### src/hdl/soc_bus_pkg.sv
package soc_bus_pkg;

    // bus widths
    localparam int addr_w = 64;
    localparam int data_w = 64;

    // on-chip RAM, 32-bit words
    localparam logic [addr_w-1:0] ram_base = 64'h0000_0000_0000_1000;
    localparam int ram_words = 256;
    localparam int ram_bytes = ram_words * 4;
    localparam int ram_idx_w = $clog2(ram_words);

    // interrupt controller window
    localparam logic [addr_w-1:0] plic_base = 64'h0000_0000_0C00_0000;
    localparam logic [addr_w-1:0] plic_size = 64'h0000_0000_0040_0000;

    // register offsets from plic_base
    // priority words start at offset 0, one per id
    localparam logic [addr_w-1:0] plic_pending_off = 64'h1000;
    localparam logic [addr_w-1:0] plic_enable_off = 64'h2000;
    localparam logic [addr_w-1:0] plic_enable_step = 64'h80;
    localparam logic [addr_w-1:0] plic_threshold_off = 64'h20_0000;
    localparam logic [addr_w-1:0] plic_threshold_step = 64'h1000;
    // claim sits next to the threshold of each context
    localparam logic [addr_w-1:0] plic_claim_off = 64'h4;

    // sources use ids 1 to 5, id 0 is none
    localparam int plic_sources = 5;
    localparam int plic_contexts = 2;
    localparam int prio_w = 3;
    localparam int plic_id_w = $clog2(plic_sources + 1);

    // size field codes, shared by loads and stores
    localparam logic [1:0] sz_byte = 2'b00;
    localparam logic [1:0] sz_half = 2'b01;
    localparam logic [1:0] sz_word = 2'b10;

    // raw code of the double access (ld / sd)
    localparam logic [2:0] ls_ld = 3'b011;

    // struct view: top bit is the unsigned flag
    typedef struct packed {
        logic       is_unsigned;
        logic [1:0] size;
    } ls_fields_t;

    // access type word
    // raw: 000 lb, 001 lh, 010 lw, 011 ld, 100 lbu, 101 lhu, 110 lwu
    typedef union packed {
        logic [2:0] raw;
        ls_fields_t f;
    } ls_type_u;

endpackage

### src/hdl/bus_target_if.sv
interface bus_target_if;
    import soc_bus_pkg::*;

    // request side, driven by the responder
    logic              sel;
    logic              rd_go;
    logic              wr_go;
    logic [addr_w-1:0] addr;
    logic [data_w-1:0] wdata;
    ls_type_u          ls_type;

    // result side, driven by the target
    logic [data_w-1:0] rdata;
    logic              ack;

    modport responder (
        output sel, rd_go, wr_go, addr, wdata, ls_type,
        input  rdata, ack
    );

    // addr arrives as an offset from the target base
    modport target (
        input  sel, rd_go, wr_go, addr, wdata, ls_type,
        output rdata, ack
    );

endinterface

### src/hdl/bus_responder.sv
module bus_responder (
    input  logic                             CLOCK_50,
    input  logic                             KEY0,
    input  logic [soc_bus_pkg::addr_w-1:0]   bus_address,
    input  logic [soc_bus_pkg::data_w-1:0]   bus_write_data,
    input  logic [2:0]                       bus_ls_type,
    input  logic                             bus_read_enable,
    input  logic                             bus_write_enable,
    output logic [soc_bus_pkg::data_w-1:0]   bus_read_data,
    output logic                             bus_read_done,
    output logic                             bus_write_done,
    bus_target_if.responder                  ram_bus,
    bus_target_if.responder                  plic_bus
);
    import soc_bus_pkg::*;

    logic              ram_hit;
    logic              plic_hit;
    logic              rd_step;
    logic              wr_step;
    logic              tgt_ack;
    logic [data_w-1:0] tgt_rdata;

    // one decode shared by both targets
    assign ram_hit = (bus_address >= ram_base) && (bus_address < ram_base + ram_bytes);
    assign plic_hit = (bus_address >= plic_base) && (bus_address < plic_base + plic_size);

    // access in flight once the strobe is gone
    assign rd_step = !bus_read_done && !bus_read_enable;
    assign wr_step = !bus_write_done && !bus_write_enable;

    assign ram_bus.sel = ram_hit;
    assign ram_bus.rd_go = rd_step && ram_hit;
    assign ram_bus.wr_go = wr_step && ram_hit;
    assign ram_bus.addr = bus_address - ram_base;
    assign ram_bus.wdata = bus_write_data;
    assign ram_bus.ls_type = bus_ls_type;

    assign plic_bus.sel = plic_hit;
    assign plic_bus.rd_go = rd_step && plic_hit;
    assign plic_bus.wr_go = wr_step && plic_hit;
    assign plic_bus.addr = bus_address - plic_base;
    assign plic_bus.wdata = bus_write_data;
    assign plic_bus.ls_type = bus_ls_type;

    // unmapped address completes at once with zero
    always_comb begin
        if (ram_hit) begin
            tgt_ack = ram_bus.ack;
            tgt_rdata = ram_bus.rdata;
        end else if (plic_hit) begin
            tgt_ack = plic_bus.ack;
            tgt_rdata = plic_bus.rdata;
        end else begin
            tgt_ack = 1'b1;
            tgt_rdata = '0;
        end
    end

    always_ff @(posedge CLOCK_50 or negedge KEY0) begin
        if (!KEY0) begin
            bus_read_done <= 1'b1;
            bus_write_done <= 1'b1;
            bus_read_data <= '0;
        end else begin
            // strobe drops done for the next cycle
            if (bus_read_enable) begin
                bus_read_done <= 1'b0;
            end
            if (bus_write_enable) begin
                bus_write_done <= 1'b0;
            end
            // data valid from the edge that raises done
            if (rd_step && tgt_ack) begin
                bus_read_data <= tgt_rdata;
                bus_read_done <= 1'b1;
            end
            if (wr_step && tgt_ack) begin
                bus_write_done <= 1'b1;
            end
        end
    end

endmodule

### src/flat_wrapper.sv
// flat-port wrapper written by rule: the top's interface ports become plain ports
module bus_responder_flat import soc_bus_pkg::*;
  (CLOCK_50, KEY0, bus_address, bus_write_data, bus_ls_type, bus_read_enable, bus_write_enable, bus_read_data, bus_read_done, bus_write_done, ram_bus_sel, ram_bus_rd_go, ram_bus_wr_go, ram_bus_addr, ram_bus_wdata, ram_bus_ls_type, ram_bus_rdata, ram_bus_ack, plic_bus_sel, plic_bus_rd_go, plic_bus_wr_go, plic_bus_addr, plic_bus_wdata, plic_bus_ls_type, plic_bus_rdata, plic_bus_ack);
  bus_target_if ram_bus_i ();
  bus_target_if plic_bus_i ();
  input  logic CLOCK_50;
  input  logic KEY0;
  input  logic [soc_bus_pkg::addr_w-1:0] bus_address;
  input  logic [soc_bus_pkg::data_w-1:0] bus_write_data;
  input  logic [2:0] bus_ls_type;
  input  logic bus_read_enable;
  input  logic bus_write_enable;
  output logic [soc_bus_pkg::data_w-1:0] bus_read_data;
  output logic bus_read_done;
  output logic bus_write_done;
  output wire logic [$bits(ram_bus_i.sel)-1:0] ram_bus_sel;
  output wire logic [$bits(ram_bus_i.rd_go)-1:0] ram_bus_rd_go;
  output wire logic [$bits(ram_bus_i.wr_go)-1:0] ram_bus_wr_go;
  output wire logic [$bits(ram_bus_i.addr)-1:0] ram_bus_addr;
  output wire logic [$bits(ram_bus_i.wdata)-1:0] ram_bus_wdata;
  output wire logic [$bits(ram_bus_i.ls_type)-1:0] ram_bus_ls_type;
  input wire logic [$bits(ram_bus_i.rdata)-1:0] ram_bus_rdata;
  input wire logic [$bits(ram_bus_i.ack)-1:0] ram_bus_ack;
  output wire logic [$bits(plic_bus_i.sel)-1:0] plic_bus_sel;
  output wire logic [$bits(plic_bus_i.rd_go)-1:0] plic_bus_rd_go;
  output wire logic [$bits(plic_bus_i.wr_go)-1:0] plic_bus_wr_go;
  output wire logic [$bits(plic_bus_i.addr)-1:0] plic_bus_addr;
  output wire logic [$bits(plic_bus_i.wdata)-1:0] plic_bus_wdata;
  output wire logic [$bits(plic_bus_i.ls_type)-1:0] plic_bus_ls_type;
  input wire logic [$bits(plic_bus_i.rdata)-1:0] plic_bus_rdata;
  input wire logic [$bits(plic_bus_i.ack)-1:0] plic_bus_ack;
  assign ram_bus_sel = ram_bus_i.sel;
  assign ram_bus_rd_go = ram_bus_i.rd_go;
  assign ram_bus_wr_go = ram_bus_i.wr_go;
  assign ram_bus_addr = ram_bus_i.addr;
  assign ram_bus_wdata = ram_bus_i.wdata;
  assign ram_bus_ls_type = ram_bus_i.ls_type;
  assign ram_bus_i.rdata = ram_bus_rdata;
  assign ram_bus_i.ack = ram_bus_ack;
  assign plic_bus_sel = plic_bus_i.sel;
  assign plic_bus_rd_go = plic_bus_i.rd_go;
  assign plic_bus_wr_go = plic_bus_i.wr_go;
  assign plic_bus_addr = plic_bus_i.addr;
  assign plic_bus_wdata = plic_bus_i.wdata;
  assign plic_bus_ls_type = plic_bus_i.ls_type;
  assign plic_bus_i.rdata = plic_bus_rdata;
  assign plic_bus_i.ack = plic_bus_ack;
  bus_responder u_core (.CLOCK_50(CLOCK_50), .KEY0(KEY0), .bus_address(bus_address), .bus_write_data(bus_write_data), .bus_ls_type(bus_ls_type), .bus_read_enable(bus_read_enable), .bus_write_enable(bus_write_enable), .bus_read_data(bus_read_data), .bus_read_done(bus_read_done), .bus_write_done(bus_write_done), .ram_bus(ram_bus_i), .plic_bus(plic_bus_i));
endmodule
### config.mk
export PLATFORM = sky130hd
export DESIGN_NAME = bus_responder_flat
export DESIGN_NICKNAME = d
export VERILOG_FILES = /design/src/hdl/soc_bus_pkg.sv /design/src/hdl/bus_target_if.sv /design/src/hdl/bus_responder.sv /design/src/flat_wrapper.sv
export SDC_FILE = /design/constraint.sdc
export NUM_CORES = 1
export LEC_CHECK = 0
export BUFFER_PORTS_ARGS = -buffer_cell sky130_fd_sc_hd__buf_2
export CAP_MARGIN = 30
export CORE_AREA = 2 2 236 238
export DETAILED_ROUTE_END_ITERATION = 10
export DIE_AREA = 0 0 238 240
export GPL_ROUTABILITY_DRIVEN = 0
export PLACE_DENSITY = 0.43
export SKIP_CTS_REPAIR_TIMING = 1
export SKIP_LAST_GASP = 1
export SLEW_MARGIN = 30
export SYNTH_ARGS = -nofsm -noshare
export SYNTH_HDL_FRONTEND = slang
export SYNTH_SLANG_ARGS = --single-unit
### constraint.sdc
create_clock -name CLOCK_50 -period 8.2 [get_ports CLOCK_50]
set_input_delay 1.64 -clock CLOCK_50 [delete_from_list [all_inputs] [get_ports CLOCK_50]]
set_output_delay 1.64 -clock CLOCK_50 [all_outputs]
set_load 0.02 [all_outputs]
# --- Yosys cells after proc, flatten, opt, wreduce, memory -nomap -nowiden ---
# Cells that the tools add are included.
word_totals:
  in_bits: 265
  regBits: 66
classes:
  reduce_logical: 16
  add_sub_neg: 2
  n_lt_le_gt_ge: 4
  muxes: 8
ops:
  columns: ["op", "n"]
  rows:
  - ["$mux 64", 2]
  - ["$ge 64x13->1 const B", 1]
  - ["$ge 64x28->1 const B", 1]
  - ["$lt 64x13->1 const B", 1]
  - ["$lt 64x28->1 const B", 1]
  - ["$sub 64x13->64 const B", 1]
  - ["$sub 64x28->64 const B", 1]
  - ["$logic_and 1x1->1", 10]
  - ["$mux 1", 6]
  - ["$logic_not 1->1", 4]
  - ["$reduce_bool 2->1", 2]

# --- Depth between registers and ports, before layout ---
logic_depth:
  ltp_word: 6
  ltp_mapped: 10
  mapped_depth_nobuf: 8

# --- Worst setup path after synthesis ---
# OpenSTA, ideal clock, no wires.
synth_path:
  kind: "input to output"
  start: "input port bus_address[29] in the netlist's numbering"
  end: "output port ram_bus_addr[46]"
  arrival_ns: 4.415
  path_stages: 8
  t_required_ns: 6.560
  setup_slack_ns: 2.145
  path_cell_list: "buf_2 or4_4 or3_4 or4b_4 or3_1 buf_2 or4b_4 xnor2_2"
synth_via:
  elab_chain_cells: 1
synth_rtl:
  columns: ["element", "line", "source"]
  rows:
  - ["start: declaration", "flat_wrapper.sv:8", "input logic [soc_bus_pkg::addr_w-1:0] bus_address;"]
  - ["$sub 64x13->64", "bus_responder.sv:35", "assign ram_bus.addr = bus_address - ram_base;"]
  - ["end: declaration", "flat_wrapper.sv:19", "output wire logic [$bits(ram_bus_i.addr)-1:0] ram_bus_addr;"]
# Every way passes these cells.

# --- Worst setup path in the final report ---
layout_path:
  start: "input port bus_address[20] in the netlist's numbering"
  end: "output port ram_bus_addr[46]"
# The elaborated chain is that of the path after synthesis.

==> flow_summary.toml <==
[floorplan]
start_util = 0.112
fp-row-count = 86
die_w_um = 238
io_pins = 599
dieArea_um2 = 57100
core_area_um2 = 54700
die_h_um = 240

[routing]
first_iter_violations = 207
routed-wl-met3_mm = 1.72
ant_nets = 0
vias = 6061
wl_met2_mm = 13.3
vias_per_cell = 3.62
wl_met1_mm = 10.5
topRoutingLayerUsed = "met5"
wl_per_cell_um = 16.0
wirelength_mm = 26.8
drcViolationCount = 0
drt-pass1-iter-count = 5

[layout]
layout.nets = 1233
multi_input_area_um2 = 3040
seq_area_um2 = 1650
layout_commonest_cell = "buf_2"
area_growth_pct = 30.5
final_cell_mix = "buf_2 (396), nand2_1 (166), o221a_2 (64), dfrtp_1 (64), xor2_1 (49)"
final_util = 0.146
drive_gt1_frac = 0.515
fill_cells = 6332

[global_route]
grt_pass1_vias = 5909
grt-ovfl-total = 0
antenna_found_initial = 0
grt_usage = 0.0864
grt_max_degree = 67
grt_pass1_wl_mm = 37.2

[sta]
setup_tns_ps = 0
fin_crit_ps = 6380
fmax_mhz = 157
worstMarginPinSlew_ps = 1020
finalMaxSlewViolations = 0
final-hold-violation-count = 0
rsz0062_at_grt = "false"
skew_ps = 7.90
slew_headroom = 0.312
hold_slack_ps = 488
fin_ws_ps = 1820
layout_worst_path_cycle_share = 0.778
setup_viol = 0

[setup_path]
endpoint = "ram_bus_addr[46]"
endpoint_kind = "primary output"
path_class = "primary input to primary output"
crit_path_start_kind = "primary input"
r2r_start = "u_core.bus_read_done$_DFFE_PN1P_"
required_ps = 6560
critPathLaunch = "bus_address[20]"
r2r-end = "u_core.bus_read_data[48]$_DFFE_PN0P_"
crit_chain = "buf_2 -> or4_1 -> or4_1 -> nand2b_1 -> or3_1 -> or4b_4 -> xnor2_2 -> buf_2"
cp_max_fo = 10
cpMaxStageDelayCell = "or3_1"
cp.depth = 8
r2r_slack_ps = 5110
cp_num_buf_inv = 2
path_delay_family = "simple AND/OR/NAND/NOR gates"
cpPeakStageDelay_ps = 600
ff2ff_path_depth = 7
worstPathArrival_ps = 4740

[status]
status = "finished clean"

[job]
drv_cap = 0

[clock_tree]
cts_made_buffers = 9
tritoncts = "built"
cts.path.max_buffers = 2
clkTransAtPathRegs_ps = 50
cts-root-buf = "clkbuf_16"
cts_sinks = 66
cts_htree_levels = 3
clock_latency_ps = 350

[yosys]
synth.avg_cell_area_um2 = 8.09
synth_warnings = 0
synth_flop_cell = "dfrtp_1"
syn_nets = 1027
synthCells = 758
synth_edf_count = 0
synth_area_um2 = 6140
ys_seq_area_frac = 0.270
async_reset_ff_frac = 1.00
ys_types = 41
synth-seq-cells = 66

[place]
hpwl_mm = 21.8
dp_slack_ps = 1820
io_buffers = 397

[pwr]
irDropWorstVdd_uv = 86.2
cellPowerDensity_nw_per_um2 = 154
p_leak_nw = 3.68

[worst_hold_path]
hold_path_class = "flip-flop to flip-flop"
==> cell families after synthesis <==
group / after synthesis / share of synthesized area
xor+xnor: 83 / 0.120
mux: 2 / 0.00347
compound gates: 73 / 0.127
flops: 66 / 0.270
buf+inv: 220 / 0.240
simple gates: 310 / 0.231
fa+ha+maj: 4 / 0.00816
==> worst min path at each step <==
stage	startpoint	endpoint	slack [ps]	depth (start not counted)
2_1_floorplan	u_core.bus_write_done$_DFFE_PN1P_	u_core.bus_write_done$_DFFE_PN1P_	500	2
3_3_place_gp	u_core.bus_write_done$_DFFE_PN1P_	u_core.bus_write_done$_DFFE_PN1P_	480	2
3_5_place_dp	u_core.bus_write_done$_DFFE_PN1P_	u_core.bus_write_done$_DFFE_PN1P_	490	2
4_1_cts	u_core.bus_write_done$_DFFE_PN1P_	u_core.bus_write_done$_DFFE_PN1P_	490	2
5_1_grt	u_core.bus_write_done$_DFFE_PN1P_	u_core.bus_write_done$_DFFE_PN1P_	500	2
6_report	u_core.bus_write_done$_DFFE_PN1P_	u_core.bus_write_done$_DFFE_PN1P_	490	2
==> cells in the mapped netlist, drive strengths merged, types with 3 or more instances <==
cell type | number | area share
dfrtp | 64 | 0.26
clkbuf | 35 | 0.021
nor3b | 3 | 0.0037
or4 | 5 | 0.0067
nor4 | 20 | 0.020
nand3 | 9 | 0.0073
xnor2 | 34 | 0.050
nand4 | 3 | 0.0031
a21oi | 3 | 0.0024
nand2 | 166 | 0.10
and2 | 5 | 0.0051
inv | 10 | 0.0061
o221a | 64 | 0.12
xor2 | 49 | 0.070
nor3 | 26 | 0.021
or3 | 10 | 0.011
buf | 175 | 0.21
nor2 | 46 | 0.028
nand2b | 4 | 0.0041
ha | 4 | 0.0082
==> worst min-delay path, stage by stage (launching register included) <==
cell and delay [ps]:
dfstp_2 380, inv_1 50, a21oi_1 50
==> state kept, by name (all words and copies together) (netlist names) <==
signal	flops
u_core.bus_read_done	1
u_core.bus_write_done	1
u_core.bus_read_data	64
==> power breakdown <==
group	leakage, nW	internal, W	switching (W)	total, W
combinational	2.71	0.000149	0.000237	0.000386
sequential	0.805	0.000369	0.0000268	0.000396
clock	0.160	0.000297	0.000155	0.000451
total	3.68	0.000815	0.000419	0.00123
==> layer usage <==
| metal | GRT usage | up-vias |
|---|---|---|
| met5 | 0.00433 | - |
| met4 | 0.0466 | 2 |
| met3 | 0.0197 | 87 |
| met2 | 0.151 | 287 |
| met1 | 0.0973 | 2857 |
| li1 | - | 2828 |
==> per-stage QoR <==
step	total power [W]	instances	instance area, um2
floorplan	0.000708	758	6140
global placement	0.000789	1657	7660
detailed placement	0.000790	1657	7660
CTS	0.00126	1673	7990
global route	0.00130	1673	8000
finish	0.00123	1674	8010
==> cell type report <==
class / instances / share of cell area
multi-input combinational: 472 / 0.380
clock inverter: 5 / 0.0128
sequential: 66 / 0.207
inverter: 10 / 0.00469
antenna: 1 / 0.000313
tap: 704 / 0.110
clock buffer: 11 / 0.0291
timing repair buffer: 405 / 0.256
Note: power is estimated with default switching activity, not from simulation.
