[src/hdl/soc_bus_pkg.sv]
package soc_bus_pkg;

    // bus widths
    localparam int addr_w = 64;
    localparam int data_w = 64;

    // on-chip RAM, 32-bit words
    localparam logic [addr_w-1:0] ram_base = 64'h0000_0000_0000_1000;
    localparam int ram_words = 256;
    localparam int ram_bytes = ram_words * 4;
    localparam int ram_idx_w = $clog2(ram_words);

    // interrupt controller window
    localparam logic [addr_w-1:0] plic_base = 64'h0000_0000_0C00_0000;
    localparam logic [addr_w-1:0] plic_size = 64'h0000_0000_0040_0000;

    // register offsets from plic_base
    // priority words start at offset 0, one per id
    localparam logic [addr_w-1:0] plic_pending_off = 64'h1000;
    localparam logic [addr_w-1:0] plic_enable_off = 64'h2000;
    localparam logic [addr_w-1:0] plic_enable_step = 64'h80;
    localparam logic [addr_w-1:0] plic_threshold_off = 64'h20_0000;
    localparam logic [addr_w-1:0] plic_threshold_step = 64'h1000;
    // claim sits next to the threshold of each context
    localparam logic [addr_w-1:0] plic_claim_off = 64'h4;

    // sources use ids 1 to 5, id 0 is none
    localparam int plic_sources = 5;
    localparam int plic_contexts = 2;
    localparam int prio_w = 3;
    localparam int plic_id_w = $clog2(plic_sources + 1);

    // size field codes, shared by loads and stores
    localparam logic [1:0] sz_byte = 2'b00;
    localparam logic [1:0] sz_half = 2'b01;
    localparam logic [1:0] sz_word = 2'b10;

    // raw code of the double access (ld / sd)
    localparam logic [2:0] ls_ld = 3'b011;

    // struct view: top bit is the unsigned flag
    typedef struct packed {
        logic       is_unsigned;
        logic [1:0] size;
    } ls_fields_t;

    // access type word
    // raw: 000 lb, 001 lh, 010 lw, 011 ld, 100 lbu, 101 lhu, 110 lwu
    typedef union packed {
        logic [2:0] raw;
        ls_fields_t f;
    } ls_type_u;

endpackage

[src/hdl/bus_target_if.sv]
interface bus_target_if;
    import soc_bus_pkg::*;

    // request side, driven by the responder
    logic              sel;
    logic              rd_go;
    logic              wr_go;
    logic [addr_w-1:0] addr;
    logic [data_w-1:0] wdata;
    ls_type_u          ls_type;

    // result side, driven by the target
    logic [data_w-1:0] rdata;
    logic              ack;

    modport responder (
        output sel, rd_go, wr_go, addr, wdata, ls_type,
        input  rdata, ack
    );

    // addr arrives as an offset from the target base
    modport target (
        input  sel, rd_go, wr_go, addr, wdata, ls_type,
        output rdata, ack
    );

endinterface

[src/hdl/plic_regs.sv]
module plic_regs (
    input  logic                                CLOCK_50,
    input  logic                                KEY0,
    bus_target_if.target                        bus,
    input  logic [soc_bus_pkg::plic_sources-1:0] irq_sources,
    output logic                                meip_interrupt,
    output logic                                msip_interrupt
);
    import soc_bus_pkg::*;

    logic [prio_w-1:0]       prio [1:plic_sources];
    logic [plic_sources:1]   pending;
    logic [plic_sources:1]   enable [plic_contexts];
    logic [prio_w-1:0]       threshold [plic_contexts];

    // winning id per context, 0 when none
    logic [plic_id_w-1:0]    claim_id [plic_contexts];

    logic [plic_id_w-1:0]    prio_id;
    logic                    prio_hit;
    logic                    pend_hit;
    logic [plic_contexts-1:0] en_hit;
    logic [plic_contexts-1:0] th_hit;
    logic [plic_contexts-1:0] cl_hit;
    logic                    rd_act;
    logic                    wr_act;
    logic [plic_sources:1]   clear_mask;

    assign rd_act = bus.sel && bus.rd_go;
    assign wr_act = bus.sel && bus.wr_go;

    // every access is a single step
    assign bus.ack = bus.sel && (bus.rd_go || bus.wr_go);

    // priority words, one per id from offset 4
    assign prio_id = bus.addr[plic_id_w+1:2];
    assign prio_hit = (bus.addr[1:0] == 2'b00) && (bus.addr >= 4) &&
                      (bus.addr <= plic_sources * 4);
    assign pend_hit = (bus.addr == plic_pending_off);

    // per context register addresses
    always_comb begin
        for (int c = 0; c < plic_contexts; c++) begin
            en_hit[c] = (bus.addr == plic_enable_off + c * plic_enable_step);
            th_hit[c] = (bus.addr == plic_threshold_off + c * plic_threshold_step);
            cl_hit[c] = (bus.addr ==
                         plic_threshold_off + c * plic_threshold_step + plic_claim_off);
        end
    end

    // highest priority strictly above threshold
    // strict compare keeps the lower id on a tie
    always_comb begin
        logic [prio_w-1:0] best;
        for (int c = 0; c < plic_contexts; c++) begin
            best = threshold[c];
            claim_id[c] = '0;
            for (int i = 1; i <= plic_sources; i++) begin
                if (pending[i] && enable[c][i] && prio[i] > best) begin
                    best = prio[i];
                    claim_id[c] = plic_id_w'(i);
                end
            end
        end
    end

    assign meip_interrupt = (claim_id[0] != '0);
    assign msip_interrupt = (claim_id[1] != '0);

    // read mux, unknown offsets read as zero
    always_comb begin
        bus.rdata = '0;
        if (prio_hit) begin
            bus.rdata[prio_w-1:0] = prio[prio_id];
        end
        if (pend_hit) begin
            bus.rdata[plic_sources:1] = pending;
        end
        for (int c = 0; c < plic_contexts; c++) begin
            if (en_hit[c]) begin
                bus.rdata[plic_sources:1] = enable[c];
            end
            if (th_hit[c]) begin
                bus.rdata[prio_w-1:0] = threshold[c];
            end
            if (cl_hit[c]) begin
                bus.rdata[plic_id_w-1:0] = claim_id[c];
            end
        end
    end

    // claim read drops the winner's pending bit
    // id 0 clears nothing
    always_comb begin
        clear_mask = '0;
        for (int c = 0; c < plic_contexts; c++) begin
            if (rd_act && cl_hit[c] && claim_id[c] != '0) begin
                clear_mask[claim_id[c]] = 1'b1;
            end
        end
    end

    always_ff @(posedge CLOCK_50 or negedge KEY0) begin
        if (!KEY0) begin
            for (int i = 1; i <= plic_sources; i++) begin
                prio[i] <= '0;
            end
            pending <= '0;
            for (int c = 0; c < plic_contexts; c++) begin
                enable[c] <= '0;
                threshold[c] <= '0;
            end
        end else begin
            // level sources keep setting pending
            pending <= (pending & ~clear_mask) | irq_sources;
            if (wr_act) begin
                if (prio_hit) begin
                    prio[prio_id] <= bus.wdata[prio_w-1:0];
                end
                for (int c = 0; c < plic_contexts; c++) begin
                    if (en_hit[c]) begin
                        enable[c] <= bus.wdata[plic_sources:1];
                    end
                    if (th_hit[c]) begin
                        threshold[c] <= bus.wdata[prio_w-1:0];
                    end
                end
            end
        end
    end

endmodule

[src/flat_wrapper.sv]
// flat-port wrapper written by rule: the top's interface ports become plain ports
module plic_regs_flat import soc_bus_pkg::*;
  (CLOCK_50, KEY0, irq_sources, meip_interrupt, msip_interrupt, bus_sel, bus_rd_go, bus_wr_go, bus_addr, bus_wdata, bus_ls_type, bus_rdata, bus_ack);
  bus_target_if bus_i ();
  input  logic CLOCK_50;
  input  logic KEY0;
  input  logic [soc_bus_pkg::plic_sources-1:0] irq_sources;
  output logic meip_interrupt;
  output logic msip_interrupt;
  input wire logic [$bits(bus_i.sel)-1:0] bus_sel;
  input wire logic [$bits(bus_i.rd_go)-1:0] bus_rd_go;
  input wire logic [$bits(bus_i.wr_go)-1:0] bus_wr_go;
  input wire logic [$bits(bus_i.addr)-1:0] bus_addr;
  input wire logic [$bits(bus_i.wdata)-1:0] bus_wdata;
  input wire logic [$bits(bus_i.ls_type)-1:0] bus_ls_type;
  output wire logic [$bits(bus_i.rdata)-1:0] bus_rdata;
  output wire logic [$bits(bus_i.ack)-1:0] bus_ack;
  assign bus_i.sel = bus_sel;
  assign bus_i.rd_go = bus_rd_go;
  assign bus_i.wr_go = bus_wr_go;
  assign bus_i.addr = bus_addr;
  assign bus_i.wdata = bus_wdata;
  assign bus_i.ls_type = bus_ls_type;
  assign bus_rdata = bus_i.rdata;
  assign bus_ack = bus_i.ack;
  plic_regs u_core (.CLOCK_50(CLOCK_50), .KEY0(KEY0), .bus(bus_i), .irq_sources(irq_sources), .meip_interrupt(meip_interrupt), .msip_interrupt(msip_interrupt));
endmodule
[config.mk]
export PLATFORM = sky130hd
export DESIGN_NAME = plic_regs_flat
export DESIGN_NICKNAME = d
export VERILOG_FILES = /design/src/hdl/soc_bus_pkg.sv /design/src/hdl/bus_target_if.sv /design/src/hdl/plic_regs.sv /design/src/flat_wrapper.sv
export SDC_FILE = /design/constraint.sdc
export NUM_CORES = 1
export LEC_CHECK = 0
export BUFFER_PORTS_ARGS = -buffer_cell sky130_fd_sc_hd__buf_4
export CORE_ASPECT_RATIO = 0.6
export CORE_MARGIN = 2
export CORE_UTILIZATION = 35
export CTS_CLUSTER_SIZE = 14
export DETAILED_ROUTE_END_ITERATION = 12
export PLACE_DENSITY = 0.68
export SYNTH_ARGS = -nofsm -noshare
export SYNTH_HDL_FRONTEND = slang
export SYNTH_SLANG_ARGS = --single-unit
[constraint.sdc]
create_clock -name CLOCK_50 -period 16.8 [get_ports CLOCK_50]
set_input_delay 1.68 -clock CLOCK_50 [delete_from_list [all_inputs] [get_ports CLOCK_50]]
set_output_delay 1.68 -clock CLOCK_50 [all_outputs]
set_load 0.05 [all_outputs]
# Word-level counts from Yosys, hierarchy flattened
# Index checks and enable logic that the tools add are counted.
# totals
reg_bits	36
input_bits	141
output_inout_bits	67
elab_cells	119
# op_classes
n_lt_le_gt_ge	18
eq_ne	7
n_mux	38
bitwise_logic	5
n_reduce_logical	41
# op_table
op	count
== test 64 x 22 -> 1 bit, second input constant	4
== test 64 x 14 -> 1 bit, second input constant	2
== test 64 x 13 -> 1 bit, second input constant	1
>= comparator 64 x 3 -> 1 bit, second input constant	1
less-or-equal comparator 64 x 5 -> 1 bit, second input constant	1
two-way mux 3 bit	20
logical AND 1 bit	32
greater-than comparator 3 bit	10
two-way mux 5 bit	5
bitwise mux 15 bit	1
bitwise OR 5 bit	2
AND reduction 2 bit	5
binary-select mux 3 bit (select 3 bit)	1
demux 3 bit (select 3 bit)	1
< comparator 3 x 4 -> 1 bit, second input constant	2
two-way mux 2 bit	4
demux 1 bit (select 3 bit)	2
>= comparator 3 x 1 -> 1 bit, second input constant	2
nonzero test 3 bit	2
bitwise AND 5 bit	1
NOT 5 bit	1
>= comparator 4 bit, second input constant	1
< comparator 4 x 1 -> 1 bit, second input constant	1
two-way mux 1 bit	4
3 further kinds	3

# Depth between registers and ports, before layout
# logic_depth
word_depth	25
ltp_mapped	36
mapped_depth_nobuf	36

# Worst setup path before layout
# Ideal clock, no wire load.
# synth_timing
kind	register to output
from	register u_core.prio[13] (netlist name)
to	output port bus_rdata[1]
t_arrival_ps	8155
required_time_ps	15120
slack_ps	6965
stages_incl_launch_ff	34
n_path_buf	0
cell_sequence	dfrtp_1 -> ha_1 -> nor2b_1 -> o311a_1 -> nand2_1 -> o21ai_0 -> ha_1 -> o21bai_1 -> nand2_1 -> a21oi_1 -> or3b_1 -> maj3_1 -> a21oi_1 -> a31oi_1 -> ha_1 -> nor3b_1 -> nand2_1 -> o22a_1 -> nand3_1 -> mux2_2 -> ha_1 -> inv_1 -> a21o_1 -> a21oi_1 -> a311oi_1 -> mux2_2 -> ha_1 -> a21o_1 -> a21oi_1 -> a311oi_1 -> nor2_1 -> nand2_1 -> o2111a_1 -> o41ai_1
# synth_between
elab_chain_cells	19
elab_cells_between_ends	47
cone_classes	order compare: 10; mux: 27; reduce/logical: 10
# synth_rtl
element	line_no	rtl
from (decl)	plic_regs.sv:11	logic [prio_w-1:0] prio [1:plic_sources];
from (signal, indexed assignment)	plic_regs.sv:118	prio[prio_id] <= bus.wdata[prio_w-1:0];
greater-than comparator 3 bit	plic_regs.sv:59	if (pending[i] && enable[c][i] && prio[i] > best) begin
logical AND 1 bit	plic_regs.sv:59	
two-way mux 3 bit	plic_regs.sv:59	
greater-than comparator 3 bit	plic_regs.sv:59	
logical AND 1 bit	plic_regs.sv:59	
two-way mux 3 bit	plic_regs.sv:59	
greater-than comparator 3 bit	plic_regs.sv:59	
logical AND 1 bit	plic_regs.sv:59	
(+3 left out)	n/a	
two-way mux 3 bit	plic_regs.sv:59	
greater-than comparator 3 bit	plic_regs.sv:59	
logical AND 1 bit	plic_regs.sv:59	
two-way mux 3 bit	plic_regs.sv:59	
two-way mux 3 bit	plic_regs.sv:86	if (cl_hit[c]) begin
two-way mux 5 bit	plic_regs.sv:80	if (en_hit[c]) begin
two-way mux 3 bit	plic_regs.sv:83	if (th_hit[c]) begin
two-way mux 3 bit (*)	plic_regs.sv:86	
to (decl)	flat_wrapper.sv:16	output wire logic [$bits(bus_i.rdata)-1:0] bus_rdata;
# Mark *: on every way between the ends. The rest lies on a longest branch, timed or not. The select of a mux whose other input is x is not followed.

# Final worst setup path
# layout_timing
from	register u_core.prio[13] (netlist name)
to	output port bus_rdata[2]
# Same word-level chain as after synthesis.

==> reports/results.txt <==
status = complete, no violations
leakage = 2.17 nW
Iteration-0 DRC Markers = 359
share of the synthesized area in the top cell type = 24.9%
# hold bufs at CTS = 0
postcts setup bufs = 0
commonest register cell after synthesis = dfrtp_1
Max Cap Viol = 0
setup slack, reg-to-reg = 8080 ps
sequential fraction of the synthesis area = 24.9%
critical path type = reg2out
drt first pass iters = 5
DIE HEIGHT = 82.8 um
CP Buf/Inv Count = 4
maximum vdd ir drop = 0.0294 mV
initial core utilization = 36.4%
Antenna Nets Post-Route = 0
initial antenna violation count = 0
Hold EP = u_core.enable[3]$_DFFE_PN0P_
ys async rst share = 100%
Layout Skew = 3.63 ps
PD cells = 56.9 nW/um2
Final WS setup = 6170 ps
most frequent CP cell = ha_1
cell internal pwr = 170 uW
leading area contributor after synthesis = dfrtp_1
H-tree depth = 2
die area = 11200 um2
Nets = 662
commonest non-fill, non-tap cells in the layout = buf_4, conb_1, dfrtp_1
Fin. Hold Viols = 0
Reg power frac = 34.9%
crit start category = flip-flop
die extent in x = 135 um
Vias/cell = 5.35
WL/cell = 18.0 um
Post-Place Setup Slack = 6750 ps
Final Critical Period = 10630 ps
gr usage total = 20.2%
Tightest Pin Transition = 1090 ps
commonest non-fill, non-tap cell in the layout = buf_4
delay-heaviest family, CP = compound AO/OA/AOI/OAI gates
slowest CP cell = a311oi_1
antenna cells = 0
layout cells sized above 1 = 28.2%
FF-to-FF Start = u_core.prio[13]$_DFFE_PN0P_
post-synthesis average cell area = 8.88 um2
power share of the combinational group = 21.4%
Final TNS setup = 0 ps
Core ar. = 9950 um2
number of global-route vias before repair = 3216
post-CTS resize count = 0
CP peak stage delay = 830 ps
share of total power in the clock network = 43.7%
Yosys reg bits = 36
HP Class = reg2reg
Ports = 208
Sw Share = 31.5%
Worst Hold Depth = 1
largest net degree at the start of global routing = 37
I/O Buffers = 88
Final Cycle Share = 63.3%
routed wire length = 11300 um
Area Growth Syn to Fin = 20.6%
clock-pin slew on the worst setup and hold paths = 60 ps
f_max = 0.0941 GHz
EDFF count, synth = 0
reg2reg path depth = 31
clk root buf = clkbuf_16
crit path DAT = 8950 ps
DR vias = 3373
TritonCTS clock tree = done
Distinct cells, synth = 57
routability cong. = 0.962
net switching power = 78.3 uW
unrepaired setup endpoints after global routing = false
crit path capture type = output pin
Overall Power = 249 uW
synthesized instance count = 408
DRC = 0
cts bufs inserted = 5
crit path max fanout = 7
Row Count = 28
Hold Crit Start = u_core.enable[3]$_DFFE_PN0P_
HPWL after DPL = 9240 um
Ys Warns = 0
Worst-Skew Late Latency = 290 ps
Fillers = 991
RR Endpoint = u_core.pending[3]$_DFF_PN0_
CTS sink count = 36
CP Data Required Time = 15120 ps
Synth Cell Area = 3620 um2
maximum clock insertion buffer count = 2
gr ovfl total = 0
Final Max Tran Viols = 0
Final setup viols = 0
Max-slew headroom = 26.8%
first-pass GRT wire length = 17400 um
synth top area cells = dfrtp_1, buf_4, mux2_2, ha_1, nand2_1
-- through the flow --
stage          hold slack, ps  cell area, um2  utilization [%]  cells
2_1_floorplan             495            3840                -    465
3_3_place_gp              516            4210             42.3    623
3_5_place_dp              527            4210             42.3    623
4_1_cts                   540            4370             43.9    631
5_1_grt                   558            4370             43.9    631
6_report                  537            4370             43.9    631
-- flip-flops by register name, summed over array words and instances (netlist names) --
signal            cells
u_core.threshold      6
u_core.prio          15
u_core.enable        10
u_core.pending        5
-- Yosys cell counts, types with 2 or more instances --
cell / count
a21o_1: 9
a21oi_1: 12
a221o_1: 3
a221oi_1: 2
a22oi_1: 6
a311oi_1: 5
a31o_2: 2
a31oi_1: 4
and2_1: 3
and3_1: 8
and3b_1: 2
buf_4: 58
clkbuf_1: 7
dfrtp_1: 36
ha_1: 26
inv_1: 25
maj3_1: 2
mux2_2: 34
mux2_4: 3
mux2i_1: 10
nand2_1: 32
nand2b_1: 2
nand3_1: 9
nand4_1: 9
nand4b_1: 2
nor2_1: 13
nor2b_1: 6
nor3_1: 7
nor3b_1: 3
nor4_1: 11
o2111ai_1: 2
o21a_1: 7
o21ai_0: 17
o21bai_1: 3
o221ai_1: 2
o22ai_1: 3
or3_1: 2
or4_1: 2
-- metal layers --
layer  GRT usage (%)  vias up  part of all wire [%]
met5               0        -                     0
met4            3.41        0                  0.72
met3            5.43       11                   9.8
met2            30.4      179                    44
met1            29.3     1608                    46
li1                -     1575                     -
-- how the worst max path moves through the flow --
stage,from,to,slack [ps],depth (start not counted)
finish,u_core.prio[13]$_DFFE_PN0P_,bus_rdata[2],6170,33
detailed placement,u_core.threshold[4]$_DFFE_PN0P_,bus_rdata[1],6750,35
CTS,u_core.prio[13]$_DFFE_PN0P_,bus_rdata[2],6370,33
floorplan,u_core.prio[13]$_DFFE_PN0P_,bus_rdata[1],6960,33
global placement,u_core.prio[13]$_DFFE_PN0P_,bus_rdata[2],6820,33
global route,u_core.threshold[5]$_DFFE_PN0P_,bus_rdata[1],5620,36
-- power by group through the flow --
stage	logic, mW	clock network [mW]	registers (mW)
4_1_cts	0.0530	0.110	0.0867
3_5_place_dp	0.0530	0	0.0883
3_3_place_gp	0.0523	0	0.0883
6_report	0.0533	0.109	0.0867
2_1_floorplan	0.0435	0	0.0883
5_1_grt	0.0560	0.113	0.0867
-- final cells by class --
type | count | area, um2 | area share [%]
multi-input cells | 339 | 2380 | 54.5
flip-flops and latches | 36 | 901 | 20.6
repair buffers | 88 | 661 | 15.1
well taps | 135 | 169 | 3.86
clock buffers | 6 | 129 | 2.95
inverters | 25 | 93.8 | 2.15
clock inverters | 2 | 35.0 | 0.802
-- cells by family (layout without fill, tap and decap cells) --
kind of cell / after synthesis / in the layout / synth area share (%)
and+or+nand+nor: 122 / 122 / 19.4
buffers and inverters: 90 / 121 / 15.3
AOI/OAI and AO/OA: 84 / 84 / 16.2
muxes: 47 / 47 / 14.6
DFF: 36 / 36 / 24.9
adders and majority gates: 28 / 28 / 9.53
other: 1 / 58 / 0.103
No activity file was read; power rests on OpenSTA's default activity.
